<file path="src/rtl/trail_pkg.sv">
package trail_pkg;

  //////////////////////////////////////////////////
  // frame geometry
  //////////////////////////////////////////////////

  localparam int frame_w     = 320;               // camera columns
  localparam int frame_h     = 240;               // camera rows
  localparam int frame_words = frame_w * frame_h; // one buffer entry per pixel

  localparam int addr_w = 17; // enough for 76800 entries

  //////////////////////////////////////////////////
  // pixel and address types
  //////////////////////////////////////////////////

  typedef logic [addr_w-1:0] addr_t;      // frame buffer address

  // raw camera pixel, r[15:11] g[10:5] b[4:0]
  typedef logic [15:0] cam_pixel_t;

  typedef logic [11:0] color_t;           // stored 4-4-4, red on top
  typedef logic [23:0] rgb_t;             // 8-8-8 display color

  typedef logic [10:0] hcount_t;          // column count
  typedef logic [9:0]  vcount_t;          // row count

  // compared against nibble sum, max 45
  typedef logic [7:0]  threshold_t;

  //////////////////////////////////////////////////
  // pipeline constants
  //////////////////////////////////////////////////

  // rd_strobe to pix_strobe
  // address reg, buffer read, output reg
  localparam int fetch_latency = 3;

endpackage

</file>
<file path="src/rtl/pixel_recover.sv">
`timescale 1ns/1ps

module pixel_recover (
  input  logic                  clk_pixel,
  input  logic                  sys_rst,
  input  logic                  cam_strobe,     // one pulse per pixel
  input  trail_pkg::cam_pixel_t cam_pixel,      // 5-6-5 from camera
  input  logic                  cam_frame_done, // pulse between frames
  output logic                  rec_strobe,     // stage 1 valid
  output trail_pkg::addr_t      rec_addr,       // buffer address of pixel
  output trail_pkg::color_t     rec_color       // reduced 4-4-4 color
);

  trail_pkg::hcount_t col;       // column of the next pixel
  trail_pkg::vcount_t row;       // row of the next pixel
  trail_pkg::addr_t   pix_addr;
  trail_pkg::color_t  pix_color;

  //////////////////////////////////////////////////
  // coordinate tracking
  //////////////////////////////////////////////////

  always_ff @(posedge clk_pixel) begin
    if (sys_rst || cam_frame_done) begin
      col <= '0; // new frame starts top left
      row <= '0;
    end else if (cam_strobe) begin
      if (col == trail_pkg::hcount_t'(trail_pkg::frame_w - 1)) begin
        col <= '0;
        // row wraps at the bottom of the frame
        if (row == trail_pkg::vcount_t'(trail_pkg::frame_h - 1)) begin
          row <= '0;
        end else begin
          row <= row + 1'b1;
        end
      end else begin
        col <= col + 1'b1;
      end
    end
  end

  // row major, col + 320*row
  assign pix_addr = trail_pkg::addr_t'(col)
                  + trail_pkg::addr_t'(row) * trail_pkg::addr_t'(trail_pkg::frame_w);

  // top bits of each field
  assign pix_color = {cam_pixel[15:12], cam_pixel[10:7], cam_pixel[4:1]};

  //////////////////////////////////////////////////
  // stage 1 register
  //////////////////////////////////////////////////

  always_ff @(posedge clk_pixel) begin
    if (sys_rst) begin
      rec_strobe <= 1'b0;
    end else begin
      rec_strobe <= cam_strobe;
    end
  end

  always_ff @(posedge clk_pixel) begin
    if (cam_strobe) begin
      rec_addr  <= pix_addr;  // feeds history read directly
      rec_color <= pix_color;
    end
  end

endmodule

</file>
<file path="config.mk">
export PLATFORM = sky130hd
export DESIGN_NAME = pixel_recover
export DESIGN_NICKNAME = d
export VERILOG_FILES = /design/src/rtl/trail_pkg.sv /design/src/rtl/pixel_recover.sv
export SDC_FILE = /design/constraint.sdc
export NUM_CORES = 1
export LEC_CHECK = 0
export ABC_AREA = 0
export ABC_CLOCK_PERIOD_IN_PS = 2500
export BUFFER_PORTS_ARGS = -buffer_cell sky130_fd_sc_hd__buf_4
export CAP_MARGIN = 20
export CORE_UTILIZATION = 40
export CTS_CLUSTER_DIAMETER = 30
export DETAILED_ROUTE_END_ITERATION = 6
export GPL_ROUTABILITY_DRIVEN = 0
export PLACE_DENSITY_LB_ADDON = 0.2
export SYNTH_ARGS = -nofsm -noshare
export SYNTH_HDL_FRONTEND = slang
export SYNTH_SLANG_ARGS = --single-unit
export TNS_END_PERCENT = 1
</file>
<file path="constraint.sdc">
create_clock -name clk_pixel -period 2.5 [get_ports clk_pixel]
set_input_delay 0.375 -clock clk_pixel [delete_from_list [all_inputs] [get_ports clk_pixel]]
set_output_delay 0.375 -clock clk_pixel [all_outputs]
set_load 0.005 [all_outputs]
</file>
Word level (Yosys, flattened, before mapping)
Cells that the tools add are included.
{"block": "totals", "regBits": 51, "out_inout_bits": 30, "elab_cells": 15}
{"block": "op_classes", "n_addsub": 3, "n_mul": 1, "eq_ne": 2, "mux": 2, "reduce_logical": 2}
{"operator": "$add A11 B17 Y17", "n": 1}
{"operator": "$add A11 B1 Y11 const B", "n": 1}
{"operator": "$eq A11 B9 Y1 const B", "n": 1}
{"operator": "$mul A10 B3 Y11 const B", "n": 1}
{"operator": "$mux W11", "n": 1}
{"operator": "$add A10 B1 Y10 const B", "n": 1}
{"operator": "$eq A10 B8 Y1 const B", "n": 1}
{"operator": "$mux W10", "n": 1}
{"operator": "$reduce_and A2 Y1", "n": 1}
{"operator": "$logic_or A1 B1 Y1", "n": 1}

Longest topological paths before layout
{"block": "depth", "depth_word": 2, "ltp_mapped": 10, "ltp_nobuf": 10}

Least setup slack after synthesis
Ideal clock, no wire load.
{"block": "synth_path", "path_type": "reg-to-reg", "startpoint": "register row[1]", "endpoint": "register rec_addr[16] (data pin)", "setup_ns": 0.267, "arrival_ns": 2.433, "required_ns": 2.233, "slack_ns": -0.199, "stages_incl_launch_ff": 11, "cell_sequence": "dfxtp_1 -> ha_1 -> ha_1 -> fa_1 -> ha_1 -> o21a_1 -> o31a_1 -> o21ai_0 -> nand3b_1 -> nor3b_1 -> xor2_1"}
{"block": "synth_between", "elab_chain_len": 2}
{"item": "from (decl)", "line": "pixel_recover.sv:15", "text": "trail_pkg::vcount_t row;"}
{"item": "from (signal assigned)", "line": "pixel_recover.sv:34", "text": "row <= row + 1'b1;"}
{"item": "$mul A10 B3 Y11", "line": "pixel_recover.sv:44", "text": "+ trail_pkg::addr_t'(row) * trail_pkg::addr_t'(trail_pkg::frame_w);"}
{"item": "$add A11 B17 Y17", "line": "pixel_recover.sv:44"}
{"item": "named net pix_addr[16]", "line": "pixel_recover.sv:16", "text": "trail_pkg::addr_t pix_addr;"}
{"item": "to (signal assigned)", "line": "pixel_recover.sv:63", "text": "rec_addr <= pix_addr;"}
{"item": "to (decl)", "line": "pixel_recover.sv:10", "text": "output trail_pkg::addr_t rec_addr,"}
The timed path passes the listed nets, and every way through them passes these cells.
A chain may end at the register's enable or synchronous reset.

Final worst setup path
{"block": "layout_path", "startpoint": "register row[3]", "endpoint": "register rec_addr[16] (data pin)"}
The elaborated chain is that of the path after synthesis.

==> metrics.txt <==
status finished with violations; failing checks setup timing; Net Sw Power 0.325 mW; CP required 2.56 ns; core area 5990 um^2; Logic pwr share 0.051; Initial Util 0.421; Avg Cell Area, Syn 11.8 um^2; GR Overflow Total 0; met3 wire len 198 um; Area after DPL 3100 um^2; initial antenna violation count 0; CTS tree done; initial drt markers 68; placed cells 347; unrepaired setup endpoints after global routing yes; sequential area share after synthesis 0.520; CTS buffer count 5; Async SR Flop Fraction 0; Post-synth EDFFs 29; aggregate global-route resource usage 0.141; Post-synth top flop edfxtp_1; I/O pins 50; first-pass GRT wire length 7000 um; top layer in use met4; Finished Cell Area 3230 um^2; port bufs 45; register share of total power 0.579; Leak 1.37 nW; Crit. End Element flop; setup TNS -0.180 ns; fin util 0.539; Worst path most repeated cell ha_4; Setup WS post-layout -0.0926 ns; Period Utilization, post-route 1.04; first drt pass iteration count 5; cell count after synthesis 214; Worst Path Buf+Inv 0; P_int 1.26 mW; Die H 81.4 um; PwrDens 491 nW/um^2; Rel. slew slack 0.723; crit-path cells ha_4 -> ha_4 -> fa_1 -> ha_4 -> o21a_1 -> o31a_1 -> o21ai_2 -> nand3b_1 -> nor3b_2 -> xor2_1; Clock power frac 0.369; routed length per instance 12.1 um; Synth warnings 0; hold depth 2; Cell Rows 28; maximum buffer depth of the clock tree 2; share of layout cells above drive strength 1 0.311; Synth-to-Final Area Change 27.9%; worst hold path type input pin to flop; fin cells 355; final-report setup violation count 2; syn_nets 258; Die Span X 81.4 um; max incr delay on CP 0.48 ns; area of the multi-input gates 1220 um^2; final hold slack 0.222 ns; # diodes 0; vias in the first global route 1,549; cts hold-fix bufs 0; synthesized area 2520 um^2; Period minus WS final 2.59 ns; CP arrival 2.65 ns; Final Hold Viols 0; highest-delay cell along the critical path fa_1; FF-to-FF path depth 10; Final #Nets 323; Distinct cells, synth 40; Slew Limit Fails 0; # DRC 0; CP top delay family adder cells; WP depth 10; FF+latch count, synth 51; DIE AREA 6630 um^2; Max IR drop VDD 0.243 mV; worst skew pair latency 0.31 ns; MaxCap Viol Count 0; clock skew 0.00684 ns; clock-pin slew on the worst setup and hold paths 0.09 ns; Post-Route WL 4310 um; startpoint types flop; worst-margin pin slew 0.416 ns; Post-DP HPWL 3280 um; CTS sink count 51; root buffer cell clkbuf_8; WL met2 2020 um; Place WS -0.0865 ns; number of antenna-violating nets in the routed design 0; Max Clk Rate 0.386 GHz; DR vias/cell 4.93; vias 1,751; Setup CP Type flop to flop; pin count of the biggest net entering global routing 36; H-tree levels 2; CP Max Fanout 2; register area 1320 um^2; Fillers 522; total power 1.59 mW; DRT met1 WL 2010 um; sw frac 0.205
[repair_timing]
| item | 4_1_cts | 5_1_grt |
|---|---|---|
| endpoints found under the setup margin | 2 | 4 |
| gates resized for setup | 0 | 1 |
| buffers inserted | 0 | 0 |
| endpoints found under the hold margin | 0 | 0 |
| pin swaps | 2 | 0 |
[cells by family (layout without fill, tap and decap cells)]
kind of cell	count (synthesis)	count (layout)	share of synthesized area
and+or+nand+nor	67	67	0.147
adders and majority gates	24	24	0.125
xor gates and xnor gates	30	30	0.104
AOI/OAI and AO/OA	34	34	0.0902
buffers and inverters	8	74	0.0139
DFF	51	51	0.520
[cell type report]
cell class | instances | area share
multi-input cells | 155 | 0.379
inverters | 5 | 0.00582
flip-flops and latches | 51 | 0.408
repair buffers | 61 | 0.142
well taps | 75 | 0.0291
clock inverters | 3 | 0.0143
clock buffers | 5 | 0.0213
[cell usage in the layout, fill, tap and decap left out, types with 7 or more instances in the layout]
cell,instances
nand3_1,8
buf_4,61
dfxtp_1,19
xor2_1,19
nand2_1,9
edfxtp_1,29
nand4_1,7
o21ai_0,7
ha_1,19
a21oi_1,11
nor2_1,22
xnor2_1,11
[synthesized netlist by cell type (all sizes together) (2+ instances only)]
cell,number,area (um^2)
a211oi,3,22.5
a21o,3,22.5
a21oi,11,55.1
and3,2,12.5
buf,2,12.5
dfxtp,22,440
edfxtp,29,871
fa,2,40.0
ha,22,275
inv,5,18.8
nand2,9,33.8
nand3,9,50.1
nand3b,3,35.0
nand4,7,43.8
nor2,23,88.8
nor2b,2,12.5
nor3,4,25.0
nor3b,2,15.0
o21ai,9,48.8
o21bai,2,15.0
or2,2,15.0
or3,2,12.5
xnor2,11,96.3
xor2,19,166
[state kept, by name, summed over array words and instances (netlist names)]
name        flops
col            11
rec_strobe      1
rec_addr       17
rec_color      12
row            10
[per-layer routing]
metal,track usage,vias to the layer above
li1,-,906
met1,0.169,802
met2,0.241,37
met3,0.0300,6
met4,0.0643,0
met5,0,-
[final timing paths]
kind / endpoint / slack (ns) / start
worst min register to register: rec_addr[1]$_DFFE_PP_ / 0.52 / col[1]$_SDFFE_PP0P_
worst max-delay path: rec_addr[16]$_DFFE_PP_ / -0.09 / row[3]$_SDFFE_PP0P_
worst max register to register: rec_addr[16]$_DFFE_PP_ / -0.09 / row[3]$_SDFFE_PP0P_
worst min-delay path: rec_strobe$_SDFF_PP0_ / 0.22 / sys_rst
[power groups by stage]
| stage | logic, mW | registers (mW) | clock network (mW) |
|---|---|---|---|
| after floorplan | 0.0120 | 0.941 | 0 |
| after global placement | 0.0820 | 0.937 | 0 |
| after detailed placement | 0.0833 | 0.938 | 0 |
| after CTS | 0.0834 | 0.919 | 0.602 |
| after global routing | 0.0900 | 0.922 | 0.635 |
| final | 0.0817 | 0.918 | 0.586 |
(Power assumes the default switching activity.)
