[config.mk]
export PLATFORM = sky130hd
export DESIGN_NAME = trail_blend
export DESIGN_NICKNAME = d
export VERILOG_FILES = /design/src/rtl/trail_pkg.sv /design/src/rtl/trail_blend.sv
export SDC_FILE = /design/constraint.sdc
export NUM_CORES = 1
export LEC_CHECK = 0
export BUFFER_PORTS_ARGS = -buffer_cell sky130_fd_sc_hd__buf_2
export CORE_MARGIN = 1.5
export CORE_UTILIZATION = 46
export DETAILED_ROUTE_END_ITERATION = 8
export MAX_ROUTING_LAYER = met4
export PLACE_DENSITY = 0.8
export SYNTH_ARGS = -nofsm -noshare
export SYNTH_HDL_FRONTEND = slang
export SYNTH_SLANG_ARGS = --single-unit
[constraint.sdc]
create_clock -name clk_pixel -period 3.7 [get_ports clk_pixel]
set_clock_uncertainty 0.15 [all_clocks]
set_input_delay 0.37 -clock clk_pixel [delete_from_list [all_inputs] [get_ports clk_pixel]]
set_output_delay 0.37 -clock clk_pixel [all_outputs]
set_load 0.005 [all_outputs]
[src/rtl/trail_pkg.sv]
package trail_pkg;

  //////////////////////////////////////////////////
  // frame geometry
  //////////////////////////////////////////////////

  localparam int frame_w     = 320;               // camera columns
  localparam int frame_h     = 240;               // camera rows
  localparam int frame_words = frame_w * frame_h; // one buffer entry per pixel

  localparam int addr_w = 17; // enough for 76800 entries

  //////////////////////////////////////////////////
  // pixel and address types
  //////////////////////////////////////////////////

  typedef logic [addr_w-1:0] addr_t;      // frame buffer address

  // raw camera pixel, r[15:11] g[10:5] b[4:0]
  typedef logic [15:0] cam_pixel_t;

  typedef logic [11:0] color_t;           // stored 4-4-4, red on top
  typedef logic [23:0] rgb_t;             // 8-8-8 display color

  typedef logic [10:0] hcount_t;          // column count
  typedef logic [9:0]  vcount_t;          // row count

  // compared against nibble sum, max 45
  typedef logic [7:0]  threshold_t;

  //////////////////////////////////////////////////
  // pipeline constants
  //////////////////////////////////////////////////

  // rd_strobe to pix_strobe
  // address reg, buffer read, output reg
  localparam int fetch_latency = 3;

endpackage

[src/rtl/trail_blend.sv]
`timescale 1ns/1ps

module trail_blend (
  input  logic                  clk_pixel,
  input  logic                  sys_rst,
  input  trail_pkg::threshold_t threshold,  // brightness cutoff
  input  logic                  rec_strobe, // stage 1 item
  input  trail_pkg::addr_t      rec_addr,
  input  trail_pkg::color_t     rec_color,
  input  trail_pkg::color_t     hist_color, // history read, one cycle behind rec_*
  output logic                  wr_strobe,  // write request to both buffers
  output trail_pkg::addr_t      wr_addr,
  output trail_pkg::color_t     wr_color
);

  logic                  al_strobe;  // aligned with hist_color
  trail_pkg::addr_t      al_addr;
  trail_pkg::color_t     al_color;
  trail_pkg::threshold_t brightness; // nibble sum of camera color
  trail_pkg::color_t     faded;      // history minus one per channel
  trail_pkg::color_t     blend;

  //////////////////////////////////////////////////
  // line up with the history read
  //////////////////////////////////////////////////

  always_ff @(posedge clk_pixel) begin
    if (sys_rst) begin
      al_strobe <= 1'b0;
    end else begin
      al_strobe <= rec_strobe;
    end
  end

  always_ff @(posedge clk_pixel) begin
    al_addr  <= rec_addr;
    al_color <= rec_color;
  end

  //////////////////////////////////////////////////
  // threshold and fade
  //////////////////////////////////////////////////

  assign brightness = trail_pkg::threshold_t'(al_color[11:8])
                    + trail_pkg::threshold_t'(al_color[7:4])
                    + trail_pkg::threshold_t'(al_color[3:0]);

  // each nibble stops at zero
  always_comb begin
    for (int ch = 0; ch < 3; ch++) begin
      faded[ch*4 +: 4] = (hist_color[ch*4 +: 4] == 4'h0) ? 4'h0
                                                         : hist_color[ch*4 +: 4] - 4'h1;
    end
  end

  assign blend = (brightness >= threshold) ? al_color : faded; // bright pixel wins

  always_ff @(posedge clk_pixel) begin
    if (sys_rst) begin
      wr_strobe <= 1'b0;
    end else begin
      wr_strobe <= al_strobe;
    end
  end

  always_ff @(posedge clk_pixel) begin
    wr_addr  <= al_addr;
    wr_color <= blend;   // lands at the next edge
  end

endmodule

# Yosys cells after proc, flatten, opt, wreduce, memory -nomap -nowiden
# Cells that the tools add are included.
[totals]
regBits = 60
inputBits = 52
out_inout_bits = 30
elab_cells = 19
[classes]
n_lt_le_gt_ge = 1
mux = 4
n_addsub = 5
reduce_logical = 3
[ops]
columns = ["operator", "n"]
rows = [
  ["$logic_not A4 Y1", 3],
  ["$mux W12", 1],
  ["$mux W4", 3],
  ["$sub A4 B1 Y4 const B", 3],
  ["$ge A6 B8 Y1", 1],
  ["$add A5 B4 Y6", 1],
  ["$add A4 B4 Y5", 1],
]

# Longest topological paths before layout
[depth]
depth_word = 4
mapped_depth = 12

# Worst setup path after synthesis
# OpenSTA, ideal clock, no wires.
[synth_timing]
path_type = "reg-to-reg"
startpoint = "register al_color[1]"
endpoint = "register wr_color[10]"
arrival_time_ps = 2891
path_buffers = 1
path_stages_with_launch = 13
setup_slack_ps = 537
path_cell_list = "dfxtp_1 -> inv_1 -> fa_1 -> inv_1 -> ha_1 -> fa_1 -> xor2_1 -> ha_1 -> o211a_1 -> a211oi_2 -> o32ai_2 -> buf_6 -> mux2_4"
[synth_via]
elab_chain_cells = 3
[synth_rtl]
columns = ["element", "line_no", "source"]
rows = [
  ["from (decl)", "trail_blend.sv:18", "trail_pkg::color_t al_color;"],
  ["from (signal assigned)", "trail_blend.sv:37", "al_color <= rec_color;"],
  ["$add A5 B4 Y6", "trail_blend.sv:46", "+ trail_pkg::threshold_t'(al_color[3:0]);"],
  ["$ge A6 B8 Y1", "trail_blend.sv:56", "assign blend = (brightness >= threshold) ? al_color : faded;"],
  ["$mux W12", "trail_blend.sv:56", ""],
  ["via blend[10]", "trail_blend.sv:21", "trail_pkg::color_t blend;"],
  ["to (signal assigned)", "trail_blend.sv:68", "wr_color <= blend;"],
  ["to (decl)", "trail_blend.sv:13", "output trail_pkg::color_t wr_color"],
]
# The timed path passes the listed nets, and every way through them passes these cells.
# A chain may end at the register's enable or synchronous reset.

# Worst setup path in the final report
[layout_timing]
startpoint = "register al_color[1]"
endpoint = "register wr_color[2]"
# The elaborated chain is that of the path after synthesis.

==> impl_metrics.py <==
metrics = {
    "status": {
        "status": "finished clean",
    },
    "routing": {
        "vias": 1432,
        "routed_wl_um": 3930,
        "firstDrtPassIters": 4,
        "met2WireLength_um": 2050,
        "routedWlPerCell_um": 12.2,
        "drt_iter0_drc": 36,
        "via_per_inst": 4.43,
        "ant_nets": 0,
        "wl_met1_um": 1510,
        "top_layer": "met4",
        "met3WireLength_um": 307,
        "drc": 0,
    },
    "worst_setup_path": {
        "crit_path_cell_trace": "inv_1 > fa_1 > inv_1 > ha_1 > fa_1 > a21oi_1 > nor2_1 > ha_1 > a21oi_1 > o32ai_4 > mux2_2",
        "critPathMaxFanout": 12,
        "critPathArrivalTime_ns": 3.55,
        "path_class": "flip-flop to flip-flop",
        "required_ns": 3.77,
        "end_kind": "flip-flop",
        "crit_slowest_cell": "o32ai_4",
        "ff2ff_setup_slack_ns": 0.22,
        "cp-start-kind": "flip-flop",
        "cp_slowest_stage_delay_ns": 0.64,
    },
    "synth": {
        "yosysWarningCount": 0,
        "yosys.area_share.simple_pct": 4.23,
        "synth_compound_area_share_pct": 8.46,
        "synthTopCellsByCount": "60 x dfxtp_1, 18 x inv_1, 9 x ha_1, 9 x o21ai_0, 8 x nor2_1",
        "yosys_register_bits": 60,
        "synthDistinctLibCells": 23,
        "synth_area_leaders": "dfxtp_1 63%, ha_1 5.9%, fa_1 5.3%",
        "syn-instance-count": 148,
        "synth_area_um2": 1890,
        "synth-edff-count": 0,
        "synth_area_leader_cell": "dfxtp_1",
        "synth_seq_area_share_pct": 63.5,
        "synth_top_family_by_area": "adder cells",
        "syn_nets": 214,
        "synth.most_common_cell": "dfxtp_1",
        "syn_area_per_cell_um2": 12.8,
        "synth_xor_area_share_pct": 0.925,
        "yosysTopAreaCellShare_pct": 63.5,
        "yosys-mux-area-fraction_pct": 7.53,
        "synth-main-ff-cell": "dfxtp_1",
        "synthAdderAreaFrac_pct": 11.2,
        "synthArstFlopShare_pct": 0,
    },
    "clocking": {
        "cts_made_buffers": 9,
        "clock-sinks": 60,
        "insertion_delay_ns": 0.33,
        "cts_tree": "yes",
        "clk_path_buf_depth": 2,
        "htree_levels": 3,
        "path_clk_slew_ns": 0.07,
        "ctsRootBufferMaster": "clkbuf_8",
        "postCtsSetupBuffers": 0,
    },
    "layout": {
        "fill_cells": 282,
        "antenna_cells": 0,
        "fin_nets": 335,
        "drive_above_1_share_pct": 38.8,
        "area_growth_pct": 51.0,
    },
    "timing": {
        "finalHoldViolCount": 0,
        "slew_headroom_pct": 49.4,
        "rsz0062_at_grt": "no",
        "fin_crit_sh_pct": 94.1,
        "worstMarginPinSlew_ns": 0.758,
        "post-route-min-period_ns": 3.48,
        "fmax_mhz": 287,
        "slew_violations": 0,
        "whs_ns": 0.0569,
        "setup_viol": 0,
    },
    "global_routing": {
        "grt_remaining_overflow": 0,
        "grt_antenna_before_repair": 0,
        "grt_max_degree": 13,
        "grt_pass1_wl_um": 5880,
        "grtUsageTotal_pct": 19.7,
        "first_global_vias": 1430,
    },
    "placement": {
        "port_buffers": 81,
        "dp_hpwl_um": 2590,
        "finalWeightedCongestion": 0.762,
    },
    "pwr": {
        "switching_power_mw": 0.343,
        "vdd_drop_max_mv": 0.452,
        "combPwrFrac_pct": 15.0,
        "power.internal_mw": 1.16,
        "clkPwrFrac_pct": 38.2,
        "pwr-share-seq_pct": 46.8,
        "switching_share_pct": 22.8,
        "finalPower_mw": 1.51,
        "p_leak_nw": 1.41,
        "p_per_area_nw_per_um2": 527,
    },
    "floorplanning": {
        "num_rows": 23,
        "ios": 82,
        "die_y_um": 67.2,
        "start_util_pct": 47.7,
        "fp.dieW_um": 67.2,
        "core_um2": 3970,
        "die-area_um2": 4510,
    },
    "run": {
        "drv_cap": 0,
    },
    "min_path": {
        "hold_path_class": "input pin to flip-flop",
    },
}
==> what timing repair did <==
| item | CTS | global route |
|---|---|---|
| resized for setup | 1 | 0 |
| hold endpoints to repair | 29 | 0 |
| setup endpoints to repair | 6 | 0 |
| hold buffers | 29 | 0 |
==> power groups by stage <==
stage | clock network, mW | registers [mW] | logic [mW]
2_1_floorplan | 0 | 0.721 | 0.114
3_3_place_gp | 0 | 0.718 | 0.191
3_5_place_dp | 0 | 0.719 | 0.197
4_1_cts | 0.591 | 0.705 | 0.227
5_1_grt | 0.625 | 0.709 | 0.256
6_report | 0.575 | 0.705 | 0.227
==> final cells by class <==
| class | instances | area (um^2) | share of cell area, % |
|---|---|---|---|
| repair buffers | 111 | 703 | 24.6 |
| flip-flops and latches | 60 | 1200 | 42.0 |
| well taps | 50 | 62.6 | 2.19 |
| clock inverters | 4 | 48.8 | 1.71 |
| multi-input cells | 69 | 624 | 21.8 |
| inverters | 18 | 67.6 | 2.36 |
| clock buffers | 11 | 151 | 5.30 |
==> registers in the layout, indices dropped and copies added, names as in the netlist <==
name	flops
wr_addr	17
al_color	12
wr_strobe	1
al_addr	17
wr_color	12
al_strobe	1
==> per-layer routing <==
| metal | up-vias | GRT usage [%] |
|---|---|---|
| li1 | 730 | - |
| met1 | 636 | 18.6 |
| met2 | 59 | 32.7 |
| met3 | 7 | 9.33 |
| met4 | 0 | 11.5 |
| met5 | - | - |
==> cell usage in the layout, fill, tap and decap left out <==
master / synthesis / routed
buf_2: 0 / 81
dfxtp_1: 60 / 60
dlygate4sd3_1: 0 / 29
inv_1: 18 / 18
clkbuf_8: 0 / 11
o21ai_0: 9 / 9
ha_1: 9 / 9
nor2_1: 8 / 8
mux2i_1: 6 / 6
fa_1: 5 / 5
mux2_4: 4 / 4
a21oi_1: 3 / 3
nand2_1: 3 / 3
nor2b_1: 3 / 3
a21boi_0: 3 / 3
nor3_1: 3 / 3
o31ai_1: 3 / 3
xor2_1: 2 / 2
mux2_2: 2 / 2
clkinv_2: 0 / 2
a21o_1: 1 / 1
a31o_2: 1 / 1
o211a_1: 1 / 1
a211oi_2: 1 / 1
nand3_1: 1 / 1
o32ai_4: 0 / 1
clkinv_4: 0 / 1
bufinv_16: 0 / 1
buf_4: 0 / 1
==> logic make-up (layout without fill, tap and decap cells) <==
logic type / after synthesis / after routing
DFF: 60 / 60
AOI/OAI and AO/OA: 23 / 23
adders and majority gates: 14 / 14
and+or+nand+nor: 18 / 18
xor gates and xnor gates: 2 / 2
muxes: 12 / 12
buffers and inverters: 19 / 144
==> path summary, 6_finish.rpt <==
kind	start	to	cells after the start
setup reg to reg	al_color[1]	wr_color[2]	11
hold reg to reg	al_addr[5]	wr_addr[5]	0
setup / recovery	al_color[1]	wr_color[2]	11
hold / removal	sys_rst	wr_strobe	2
==> critical path, delay by kind of cell (launching register included) <==
family          cells  cell delay, ns
fa+ha+maj           4            1.45
compound gates      3            0.89
mux                 1            0.41
flops               1            0.31
buf+inv             2            0.11
simple gates        1            0.05
==> metrics by stage <==
stage                     setup TNS, ns  std cells  worst slack [ns]  area, um^2  utilization [%]
after floorplan                       0        148             0.537        1890                -
after global placement           -0.116        279           -0.0582        2360             59.4
after detailed placement         -0.392        279            -0.117        2360             59.4
after CTS                             0        323             0.194        2860             72.0
after global routing                  0        323            0.0387        2860             72.0
final                                 0        323             0.217        2860             72.0
No activity file was read; power rests on OpenSTA's default activity.
